$ cat config.mk
export PLATFORM = sky130hd
export DESIGN_NAME = vi_exec_top
export DESIGN_NICKNAME = d
export VERILOG_FILES = /design/src/hw/vi_pkg.sv /design/src/hw/vi_regfile.sv /design/src/hw/vi_alu.sv /design/src/hw/vi_bypass_ctrl.sv /design/src/hw/vi_issue.sv /design/src/hw/vi_mult_stage.sv /design/src/hw/vi_writeback.sv /design/src/hw/vi_exec_top.sv
export SDC_FILE = /design/constraint.sdc
export NUM_CORES = 2
export LEC_CHECK = 0
export ABC_CLOCK_PERIOD_IN_PS = 7500
export BUFFER_PORTS_ARGS = -buffer_cell sky130_fd_sc_hd__buf_2
export CAP_MARGIN = 20
export CORE_MARGIN = 2
export CORE_UTILIZATION = 60
export DETAILED_ROUTE_END_ITERATION = 16
export GPL_ROUTABILITY_DRIVEN = 0
export GPL_TIMING_DRIVEN = 1
export HOLD_SLACK_MARGIN = 0.12
export PLACE_DENSITY = 0.8
export SLEW_MARGIN = 40
export SYNTH_ARGS = -nofsm -noshare
export SYNTH_HDL_FRONTEND = slang
export SYNTH_HIERARCHICAL = 1
export SYNTH_SLANG_ARGS = --single-unit
$ cat constraint.sdc
create_clock -name clk_i -period 7.5 [get_ports clk_i]
set_input_delay 0.75 -clock clk_i [delete_from_list [all_inputs] [get_ports clk_i]]
set_output_delay 0.75 -clock clk_i [all_outputs]
set_load 0.005 [all_outputs]
$ cat src/hw/vi_pkg.sv
// data width is fixed at 32 bits; opcode 3'b111 is unused and behaves like a no-result op

package vi_pkg;

	localparam int VI_XLEN = 32;

	// integer word, also used for the pc
	typedef logic [VI_XLEN-1:0] vi_data_t;

	// register index, 32 entries
	typedef logic [4:0] vi_reg_t;

	typedef enum logic [2:0] {
		ADD = 3'd0,
		SUB = 3'd1,
		AND = 3'd2,
		OR  = 3'd3,
		XOR = 3'd4,
		// signed compare, result 1 or 0
		SLT = 3'd5,
		// goes to the multiplier, never to the alu
		MUL = 3'd6
	} vi_op_e;

endpackage

$ cat src/hw/vi_regfile.sv
// reads are combinational and do not see a write of the same cycle; x0 always reads zero
`timescale 1ns/10ps

module vi_regfile import vi_pkg::*; (
	input  logic     clk_i,
	input  logic     rst_i,
	input  vi_reg_t  rd_addr_a_i,
	input  vi_reg_t  rd_addr_b_i,
	output vi_data_t rd_data_a_o,
	output vi_data_t rd_data_b_o,
	input  logic     wr_en_i,
	input  vi_reg_t  wr_addr_i,
	input  vi_data_t wr_data_i
);

	vi_data_t regs [32];

	assign rd_data_a_o = regs[rd_addr_a_i];
	assign rd_data_b_o = regs[rd_addr_b_i];

	always_ff @(posedge clk_i) begin
		if (rst_i) begin
			for (int i = 0; i < 32; i++) begin
				regs[i] <= '0;
			end
		end else if (wr_en_i && (wr_addr_i != '0)) begin
			// x0 never written, so entry 0 stays zero
			regs[wr_addr_i] <= wr_data_i;
		end
	end

endmodule

$ cat src/hw/vi_alu.sv
// purely combinational; MUL and the unused opcode give zero, the multiplier produces MUL results
`timescale 1ns/10ps

module vi_alu import vi_pkg::*; (
	input  vi_op_e   op_i,
	input  vi_data_t data_a_i,
	input  vi_data_t data_b_i,
	output vi_data_t result_o
);

	logic lt_signed;

	assign lt_signed = $signed(data_a_i) < $signed(data_b_i);

	always_comb begin
		case (op_i)
			ADD: result_o = data_a_i + data_b_i;
			SUB: result_o = data_a_i - data_b_i;
			AND: result_o = data_a_i & data_b_i;
			OR:  result_o = data_a_i | data_b_i;
			XOR: result_o = data_a_i ^ data_b_i;
			SLT: result_o = {{(VI_XLEN-1){1'b0}}, lt_signed};
			default: result_o = '0;
		endcase
	end

endmodule

$ cat src/hw/vi_bypass_ctrl.sv
// stage vectors are packed with stage 1 at bit 0; the top entry is the final multiply stage
`timescale 1ns/10ps

module vi_bypass_ctrl import vi_pkg::*; #(
	parameter int NUM_MULT_STAGES = 4
) (
	input  vi_reg_t                                   rs1_i,
	input  vi_reg_t                                   rs2_i,
	input  vi_reg_t                                   rd_i,
	input  logic                                      is_alu_i,
	input  logic                                      exe_valid_i,
	input  logic                                      exe_is_mul_i,
	input  vi_reg_t                                   exe_rd_i,
	input  vi_data_t                                  exe_data_i,
	input  logic [NUM_MULT_STAGES-1:0]                stage_valid_i,
	input  logic [NUM_MULT_STAGES*$bits(vi_reg_t)-1:0] stage_rd_i,
	input  vi_data_t                                  last_data_i,
	input  logic                                      wb_valid_i,
	input  vi_reg_t                                   wb_rd_i,
	input  vi_data_t                                  wb_data_i,
	input  vi_data_t                                  reg_a_i,
	input  vi_data_t                                  reg_b_i,
	output vi_data_t                                  operand_a_o,
	output vi_data_t                                  operand_b_o,
	output logic                                      hazard_o
);

	localparam int RW = $bits(vi_reg_t);

	logic    last_valid;
	vi_reg_t last_rd;
	logic    pre_last_mul;
	logic    raw_hazard;
	logic    waw_hazard;

	assign last_valid = stage_valid_i[NUM_MULT_STAGES-1];
	assign last_rd    = stage_rd_i[(NUM_MULT_STAGES-1)*RW +: RW];

	// youngest producer wins
	function automatic vi_data_t select_operand(input vi_reg_t rs, input vi_data_t reg_val);
		vi_data_t sel;
		sel = reg_val;
		if (rs == '0) begin
			sel = '0;
		end else if (exe_valid_i && !exe_is_mul_i && (exe_rd_i == rs)) begin
			sel = exe_data_i;
		end else if (last_valid && (last_rd == rs)) begin
			sel = last_data_i;
		end else if (wb_valid_i && (wb_rd_i == rs)) begin
			sel = wb_data_i;
		end
		return sel;
	endfunction

	function automatic logic src_match(input vi_reg_t r);
		return ((rs1_i != '0) && (rs1_i == r)) || ((rs2_i != '0) && (rs2_i == r));
	endfunction

	always_comb begin
		operand_a_o = select_operand(rs1_i, reg_a_i);
		operand_b_o = select_operand(rs2_i, reg_b_i);
	end

	always_comb begin
		vi_reg_t st_rd;
		raw_hazard = 1'b0;
		waw_hazard = 1'b0;
		if (exe_valid_i && exe_is_mul_i) begin
			raw_hazard = src_match(exe_rd_i);
			waw_hazard = (exe_rd_i == rd_i);
		end
		for (int i = 0; i < NUM_MULT_STAGES; i++) begin
			st_rd = stage_rd_i[i*RW +: RW];
			if (stage_valid_i[i]) begin
				// only the final stage product can be forwarded
				if ((i < NUM_MULT_STAGES-1) && src_match(st_rd)) begin
					raw_hazard = 1'b1;
				end
				if (st_rd == rd_i) begin
					waw_hazard = 1'b1;
				end
			end
		end
	end

	// a MUL one step away from the last stage would reach writeback with this alu op
	if (NUM_MULT_STAGES == 1) begin : g_pre_last_exe
		assign pre_last_mul = exe_valid_i && exe_is_mul_i;
	end else begin : g_pre_last_stage
		assign pre_last_mul = stage_valid_i[NUM_MULT_STAGES-2];
	end

	assign hazard_o = raw_hazard || waw_hazard || (is_alu_i && pre_last_mul);

endmodule

$ cat src/hw/vi_issue.sv
// upstream must hold its instruction while stall_o is high; one instruction accepted per cycle
`timescale 1ns/10ps

module vi_issue import vi_pkg::*; #(
	parameter int NUM_MULT_STAGES = 4
) (
	input  logic                                      clk_i,
	input  logic                                      rst_i,
	input  logic                                      instr_valid_i,
	input  vi_op_e                                    instr_op_i,
	input  vi_reg_t                                   instr_rs1_i,
	input  vi_reg_t                                   instr_rs2_i,
	input  vi_reg_t                                   instr_rd_i,
	input  vi_data_t                                  instr_pc_i,
	output logic                                      stall_o,
	output vi_reg_t                                   rf_addr_a_o,
	output vi_reg_t                                   rf_addr_b_o,
	input  vi_data_t                                  rf_data_a_i,
	input  vi_data_t                                  rf_data_b_i,
	output logic                                      exe_valid_o,
	output vi_op_e                                    exe_op_o,
	output vi_reg_t                                   exe_rd_o,
	output vi_data_t                                  exe_pc_o,
	output vi_data_t                                  exe_a_o,
	output vi_data_t                                  exe_b_o,
	input  logic [NUM_MULT_STAGES-1:0]                stage_valid_i,
	input  logic [NUM_MULT_STAGES*$bits(vi_reg_t)-1:0] stage_rd_i,
	input  vi_data_t                                  last_data_i,
	input  vi_data_t                                  alu_result_i,
	input  logic                                      wb_valid_i,
	input  vi_reg_t                                   wb_rd_i,
	input  vi_data_t                                  wb_data_i
);

	logic     hazard;
	logic     accept;
	vi_data_t operand_a;
	vi_data_t operand_b;

	assign rf_addr_a_o = instr_rs1_i;
	assign rf_addr_b_o = instr_rs2_i;

	vi_bypass_ctrl #(
		.NUM_MULT_STAGES (NUM_MULT_STAGES)
	) bypass_ctrl (
		.rs1_i         (instr_rs1_i),
		.rs2_i         (instr_rs2_i),
		.rd_i          (instr_rd_i),
		.is_alu_i      (instr_op_i != MUL),
		.exe_valid_i   (exe_valid_o),
		.exe_is_mul_i  (exe_op_o == MUL),
		.exe_rd_i      (exe_rd_o),
		.exe_data_i    (alu_result_i),
		.stage_valid_i (stage_valid_i),
		.stage_rd_i    (stage_rd_i),
		.last_data_i   (last_data_i),
		.wb_valid_i    (wb_valid_i),
		.wb_rd_i       (wb_rd_i),
		.wb_data_i     (wb_data_i),
		.reg_a_i       (rf_data_a_i),
		.reg_b_i       (rf_data_b_i),
		.operand_a_o   (operand_a),
		.operand_b_o   (operand_b),
		.hazard_o      (hazard)
	);

	assign stall_o = instr_valid_i && hazard;
	assign accept  = instr_valid_i && !hazard;

	// execute latch
	always_ff @(posedge clk_i) begin
		if (rst_i) begin
			exe_valid_o <= 1'b0;
			exe_op_o    <= ADD;
			exe_rd_o    <= '0;
			exe_pc_o    <= '0;
			exe_a_o     <= '0;
			exe_b_o     <= '0;
		end else begin
			// a bubble enters execute whenever nothing is accepted
			exe_valid_o <= accept;
			if (accept) begin
				exe_op_o <= instr_op_i;
				exe_rd_o <= instr_rd_i;
				exe_pc_o <= instr_pc_i;
				exe_a_o  <= operand_a;
				exe_b_o  <= operand_b;
			end
		end
	end

endmodule

$ cat src/hw/vi_mult_stage.sv
// NUM_MULT_STAGES must divide 32; STAGE_INDEX counts from 0 and selects the slice of b
`timescale 1ns/10ps

module vi_mult_stage import vi_pkg::*; #(
	parameter int NUM_MULT_STAGES = 4,
	parameter int STAGE_INDEX     = 0
) (
	input  logic     clk_i,
	input  logic     rst_i,
	input  logic     valid_i,
	input  vi_reg_t  rd_i,
	input  vi_data_t pc_i,
	input  vi_data_t a_i,
	input  vi_data_t b_i,
	input  vi_data_t prod_i,
	output logic     valid_o,
	output vi_reg_t  rd_o,
	output vi_data_t pc_o,
	output vi_data_t a_o,
	output vi_data_t b_o,
	output vi_data_t prod_o
);

	localparam int SLICE = VI_XLEN / NUM_MULT_STAGES;
	localparam int LSB   = STAGE_INDEX * SLICE;

	vi_data_t b_slice;
	vi_data_t partial;

	// upper bits of the product fall off, result is modulo 2^32
	assign b_slice = VI_XLEN'(b_i[LSB +: SLICE]);
	assign partial = (a_i * b_slice) << LSB;

	always_ff @(posedge clk_i) begin
		if (rst_i) begin
			valid_o <= 1'b0;
			rd_o    <= '0;
			pc_o    <= '0;
			a_o     <= '0;
			b_o     <= '0;
			prod_o  <= '0;
		end else begin
			valid_o <= valid_i;
			rd_o    <= rd_i;
			pc_o    <= pc_i;
			a_o     <= a_i;
			b_o     <= b_i;
			prod_o  <= prod_i + partial;
		end
	end

endmodule

$ cat src/hw/vi_writeback.sv
// alu and multiplier must never complete in the same cycle; the issue stage guarantees it
`timescale 1ns/10ps

module vi_writeback import vi_pkg::*; (
	input  logic     clk_i,
	input  logic     rst_i,
	input  logic     exe_valid_i,
	input  vi_op_e   exe_op_i,
	input  vi_reg_t  exe_rd_i,
	input  vi_data_t exe_pc_i,
	input  vi_data_t alu_result_i,
	input  logic     last_valid_i,
	input  vi_reg_t  last_rd_i,
	input  vi_data_t last_pc_i,
	input  vi_data_t last_prod_i,
	output logic     wr_en_o,
	output vi_reg_t  wr_addr_o,
	output vi_data_t wr_data_o,
	output logic     ret_valid_o,
	output vi_reg_t  ret_rd_o,
	output vi_data_t ret_data_o,
	output vi_data_t ret_pc_o
);

	logic     alu_done;
	logic     wb_valid;
	vi_reg_t  wb_rd;
	vi_data_t wb_data;
	vi_data_t wb_pc;

	assign alu_done = exe_valid_i && (exe_op_i != MUL);

	always_ff @(posedge clk_i) begin
		if (rst_i) begin
			wb_valid <= 1'b0;
			wb_rd    <= '0;
			wb_data  <= '0;
			wb_pc    <= '0;
		end else begin
			wb_valid <= alu_done || last_valid_i;
			if (alu_done) begin
				wb_rd   <= exe_rd_i;
				wb_data <= alu_result_i;
				wb_pc   <= exe_pc_i;
			end else if (last_valid_i) begin
				wb_rd   <= last_rd_i;
				wb_data <= last_prod_i;
				wb_pc   <= last_pc_i;
			end
		end
	end

	// x0 retires but is never written
	assign wr_en_o   = wb_valid && (wb_rd != '0);
	assign wr_addr_o = wb_rd;
	assign wr_data_o = wb_data;

	assign ret_valid_o = wb_valid;
	assign ret_rd_o    = wb_rd;
	assign ret_data_o  = wb_data;
	assign ret_pc_o    = wb_pc;

endmodule

$ cat src/hw/vi_exec_top.sv
// NUM_MULT_STAGES may be 1, 2, 4 or 8; retire has no back-pressure and must always be taken
`timescale 1ns/10ps

module vi_exec_top import vi_pkg::*; #(
	parameter int NUM_MULT_STAGES = 4
) (
	input  logic     clk_i,
	input  logic     rst_i,
	input  logic     instr_valid_i,
	input  vi_op_e   instr_op_i,
	input  vi_reg_t  instr_rs1_i,
	input  vi_reg_t  instr_rs2_i,
	input  vi_reg_t  instr_rd_i,
	input  vi_data_t instr_pc_i,
	output logic     stall_o,
	output logic     ret_valid_o,
	output vi_reg_t  ret_rd_o,
	output vi_data_t ret_data_o,
	output vi_data_t ret_pc_o
);

	localparam int RW = $bits(vi_reg_t);

	vi_reg_t  rf_addr_a;
	vi_reg_t  rf_addr_b;
	vi_data_t rf_data_a;
	vi_data_t rf_data_b;
	logic     wr_en;
	vi_reg_t  wr_addr;
	vi_data_t wr_data;

	logic     exe_valid;
	vi_op_e   exe_op;
	vi_reg_t  exe_rd;
	vi_data_t exe_pc;
	vi_data_t exe_a;
	vi_data_t exe_b;
	vi_data_t alu_result;

	// entry 0 is the execute latch, entry k is the output of stage k
	logic [NUM_MULT_STAGES:0] chain_valid;
	vi_reg_t                  chain_rd   [NUM_MULT_STAGES+1];
	vi_data_t                 chain_pc   [NUM_MULT_STAGES+1];
	vi_data_t                 chain_a    [NUM_MULT_STAGES+1];
	vi_data_t                 chain_b    [NUM_MULT_STAGES+1];
	vi_data_t                 chain_prod [NUM_MULT_STAGES+1];

	logic [NUM_MULT_STAGES-1:0]    stage_valid;
	logic [NUM_MULT_STAGES*RW-1:0] stage_rd;

	vi_regfile regfile (
		.clk_i       (clk_i),
		.rst_i       (rst_i),
		.rd_addr_a_i (rf_addr_a),
		.rd_addr_b_i (rf_addr_b),
		.rd_data_a_o (rf_data_a),
		.rd_data_b_o (rf_data_b),
		.wr_en_i     (wr_en),
		.wr_addr_i   (wr_addr),
		.wr_data_i   (wr_data)
	);

	vi_issue #(
		.NUM_MULT_STAGES (NUM_MULT_STAGES)
	) issue (
		.clk_i         (clk_i),
		.rst_i         (rst_i),
		.instr_valid_i (instr_valid_i),
		.instr_op_i    (instr_op_i),
		.instr_rs1_i   (instr_rs1_i),
		.instr_rs2_i   (instr_rs2_i),
		.instr_rd_i    (instr_rd_i),
		.instr_pc_i    (instr_pc_i),
		.stall_o       (stall_o),
		.rf_addr_a_o   (rf_addr_a),
		.rf_addr_b_o   (rf_addr_b),
		.rf_data_a_i   (rf_data_a),
		.rf_data_b_i   (rf_data_b),
		.exe_valid_o   (exe_valid),
		.exe_op_o      (exe_op),
		.exe_rd_o      (exe_rd),
		.exe_pc_o      (exe_pc),
		.exe_a_o       (exe_a),
		.exe_b_o       (exe_b),
		.stage_valid_i (stage_valid),
		.stage_rd_i    (stage_rd),
		.last_data_i   (chain_prod[NUM_MULT_STAGES]),
		.alu_result_i  (alu_result),
		.wb_valid_i    (ret_valid_o),
		.wb_rd_i       (ret_rd_o),
		.wb_data_i     (ret_data_o)
	);

	vi_alu alu (
		.op_i     (exe_op),
		.data_a_i (exe_a),
		.data_b_i (exe_b),
		.result_o (alu_result)
	);

	assign chain_valid[0] = exe_valid && (exe_op == MUL);
	assign chain_rd[0]    = exe_rd;
	assign chain_pc[0]    = exe_pc;
	assign chain_a[0]     = exe_a;
	assign chain_b[0]     = exe_b;
	assign chain_prod[0]  = '0;

	assign stage_valid = chain_valid[NUM_MULT_STAGES:1];

	for (genvar i = 0; i < NUM_MULT_STAGES; i++) begin : g_mult
		vi_mult_stage #(
			.NUM_MULT_STAGES (NUM_MULT_STAGES),
			.STAGE_INDEX     (i)
		) mult_stage (
			.clk_i   (clk_i),
			.rst_i   (rst_i),
			.valid_i (chain_valid[i]),
			.rd_i    (chain_rd[i]),
			.pc_i    (chain_pc[i]),
			.a_i     (chain_a[i]),
			.b_i     (chain_b[i]),
			.prod_i  (chain_prod[i]),
			.valid_o (chain_valid[i+1]),
			.rd_o    (chain_rd[i+1]),
			.pc_o    (chain_pc[i+1]),
			.a_o     (chain_a[i+1]),
			.b_o     (chain_b[i+1]),
			.prod_o  (chain_prod[i+1])
		);

		assign stage_rd[i*RW +: RW] = chain_rd[i+1];
	end

	vi_writeback writeback (
		.clk_i        (clk_i),
		.rst_i        (rst_i),
		.exe_valid_i  (exe_valid),
		.exe_op_i     (exe_op),
		.exe_rd_i     (exe_rd),
		.exe_pc_i     (exe_pc),
		.alu_result_i (alu_result),
		.last_valid_i (chain_valid[NUM_MULT_STAGES]),
		.last_rd_i    (chain_rd[NUM_MULT_STAGES]),
		.last_pc_i    (chain_pc[NUM_MULT_STAGES]),
		.last_prod_i  (chain_prod[NUM_MULT_STAGES]),
		.wr_en_o      (wr_en),
		.wr_addr_o    (wr_addr),
		.wr_data_o    (wr_data),
		.ret_valid_o  (ret_valid_o),
		.ret_rd_o     (ret_rd_o),
		.ret_data_o   (ret_data_o),
		.ret_pc_o     (ret_pc_o)
	);

endmodule

==> PnR_summary.wiki <==
{| class="wikitable"
! Metric !! Value
|-
| Required time at the worst-slack endpoint || 8.26 ns
|-
| Clock Tree Root || clkbuf_16
|-
| Number of antenna violations at the first check in global routing || 14
|-
| Placed standard-cell area || between 0.1 and 0.15 sq mm
|-
| Unrepaired setup endpoints after global routing || no
|-
| Kind of end point of the critical path || flip-flop
|-
| Fraction of layout instances using a drive strength above 1 || 0.0746
|-
| Clk_skew || roughly 0.027 ns
|-
| Vias after detailed routing || about 77000
|-
| CP Data Arrival Time || 7.71 ns
|-
| Chip width || between 400 and 500 um
|-
| Startpoint of the most critical setup path || g_mult[0].mult_stage/b_o[11]
|-
| PortBufs || around 120
|-
| Post-layout minimum cycle time || about 6.9 ns
|-
| Critical path buffers and inverters || 3
|-
| Clock latency at the later pin of the worst-skew pair || 0.84 ns
|-
| Largest net degree at the start of global routing || 210
|-
| Number of vias per cell after detailed routing || about 6.6
|-
| Final Non-Filler Cells || around 12000
|-
| Summed negative setup slack over all endpoints || 0 ns
|-
| Count of H-tree levels built during CTS || 4
|-
| Relative slew slack || 0.354
|-
| Initial core utilization || 0.604
|-
| Critical path's top delay family || adder cells
|-
| Wire per inst || roughly 26 um
|-
| Final nets || 10100
|-
| Placeable Area || around 0.17 sq mm
|-
| Antenna violation net count after detailed routing || 0
|-
| Number of hold buffers added after CTS || 0
|-
| CP Class || reg2reg
|-
| Setup violations, final || 0
|-
| Slew of the pin with the lowest slew margin || about 0.97 ns
|-
| Hold crit path type || in2reg
|-
| Result of the run || finished clean
|-
| Pwr dens || 202 mW/mm^2
|-
| CP max FO || 21
|-
| Highest cell delay on the worst timing path || 0.77 ns
|-
| Ratio of final minimum period to clock period || 0.926
|-
| Finished layout cell area || between 0.1 and 0.15 sq mm
|-
| Post-route DRC violation count || 0
|-
| Worst setup SP type || flip-flop
|-
| Number of design-rule violations left by the first detailed-router iteration || 11100
|-
| Max-slew violations || 0
|-
| Standard-cell rows || 150
|-
| Die height || 414 um
|-
| FILL cells || between 10000 and 15000
|-
| Critical-path top delay cell || dfxtp_1
|-
| Area Overhead vs Synth || 6.93%
|-
| Warning count from the yosys run || 6
|-
| Post-Place Setup Slack || just over 0.7 ns
|-
| Avg Cell Area, Syn || 10.4 sq um
|-
| Clock buffer depth || 3
|-
| Cell Count Post-Placement || between 10000 and 15000
|-
| Total chip power || ~22 mW
|-
| Wire length of the first global-routing pass || between 400000 and 500000 um
|-
| Post-route setup slack || 0.554 ns
|-
| Gate count after technology mapping || approximately 9700
|-
| Routed wire length || 311000 um
|-
| Post-CTS Repair Setup Buffers || 0
|-
| Total track usage || 0.353
|-
| CTS tree || built
|-
| Cell with the most instances on the worst path || fa_1
|-
| Clock sink count || between 1500 and 2000
|-
| Critical path, cell by cell || nand2_1 > fa_1 > fa_1 > inv_1 > fa_1 > inv_1 > fa_1 > inv_1 > ha_1 > nand2_1 > o211ai_1 > a2111oi_0 > o21bai_1 > a21oi_1 > xnor2_1 > ha_1 > and3_1 > a31oi_1 > nand3_1 > o21ai_2 > o2111ai_1 > a21oi_2 > xnor3_1 > nor2_1
|-
| Die Footprint || 0.171 sq mm
|-
| Reported leakage power || roughly 45 nW
|-
| Count of final hold-check violations || 0
|-
| GRT overflow || 0
|-
| Max rail drop VDD || between 0.2 and 0.25 mV
|-
| Detailed Routing Iterations Pass 1 || 8
|-
| Post-synth design cell area || approximately 0.10 sq mm
|-
| Worst Hold Launch || instr_pc_i[31]
|-
| Clock-pin slew on the worst setup and hold paths || 0.06 ns
|-
| Top-level port count || roughly 120
|-
| Reg2Reg Launch Point || g_mult[0].mult_stage/b_o[11]
|-
| Inserted Clock Buffers || roughly 170
|-
| Max-cap violations || 0
|-
| Number of global-route vias before repair || ~76000
|-
| Number of gates resized after CTS || 0
|-
| Detailed placement HPWL || around 190000 um
|-
| Peak Freq || 0.144 GHz
|}
through the flow:
step | util | hold slack (ns)
finish | 0.646 | 0.200
global route | 0.646 | 0.190
CTS | 0.644 | 0.167
detailed placement | 0.612 | 0.422
global placement | 0.611 | 0.416
floorplan | - | 0.414
flip-flops by register name, indices dropped and copies added, names as in the netlist, 32 cells and up:
name	flops
writeback/ret_pc_o	32
issue/exe_a_o	32
regfile/regs	1024
g_mult.mult_stage/prod_o	128
g_mult.mult_stage/b_o	48
g_mult.mult_stage/pc_o	128
writeback/ret_data_o	32
issue/exe_pc_o	32
g_mult.mult_stage/a_o	48
issue/exe_b_o	32
worst min-delay path, cell delays in order:
cell       delay (ns)
buf_2            0.08
nand4bb_1        0.09
o21ai_0          0.07
where the power goes:
group | switching [mW] | internal, mW
combinational | 2.30 | 1.27
clock | 3.57 | 4.59
sequential | 0.401 | 9.61
total | 6.27 | 15.5
metal layers:
metal  routed length (um)  global-route usage
met1               115000               0.461
met2               138000               0.542
met3                39600              0.0886
met4                18100               0.188
met5                   32                   0
area by class of cell:
type | count | area, sq um | share of cell area
antenna | 5 | 12.5 | 0.000116
clock buffer | 220 | 4610 | 0.0428
clock inverter | 81 | 743 | 0.00689
inverter | 620 | 2330 | 0.0216
multi-input combinational | 6762 | 53300 | 0.494
sequential | 1575 | 41800 | 0.388
tap | 2204 | 2760 | 0.0256
timing repair buffer | 289 | 2340 | 0.0217
cells in the final DEF (no fill, tap or decap), drive strengths merged, types with 193 or more instances in the layout:
| cell | n |
|---|---|
| ha | 261 |
| mux2i | 1097 |
| and2 | 1357 |
| fa | 371 |
| dfxtp | 551 |
| buf | 289 |
| a22oi | 196 |
| clkbuf | 220 |
| nor2 | 279 |
| o21ai | 218 |
| a22o | 193 |
| nand2 | 467 |
| edfxtp | 1024 |
| inv | 622 |
| nand3 | 237 |
| nor2b | 400 |
| a21oi | 396 |
final timing paths:
| path | to | slack, ns | cells past startpoint |
|---|---|---|---|
| hold / removal | issue/exe_pc_o[31] | 0.20 | 3 |
| setup / recovery | g_mult[1].mult_stage/prod_o[31] | 0.55 | 24 |
| setup reg to reg | g_mult[1].mult_stage/prod_o[31] | 0.55 | 24 |
| hold reg to reg | g_mult[2].mult_stage/pc_o[27] | 0.43 | 1 |
(Power assumes the default switching activity.)
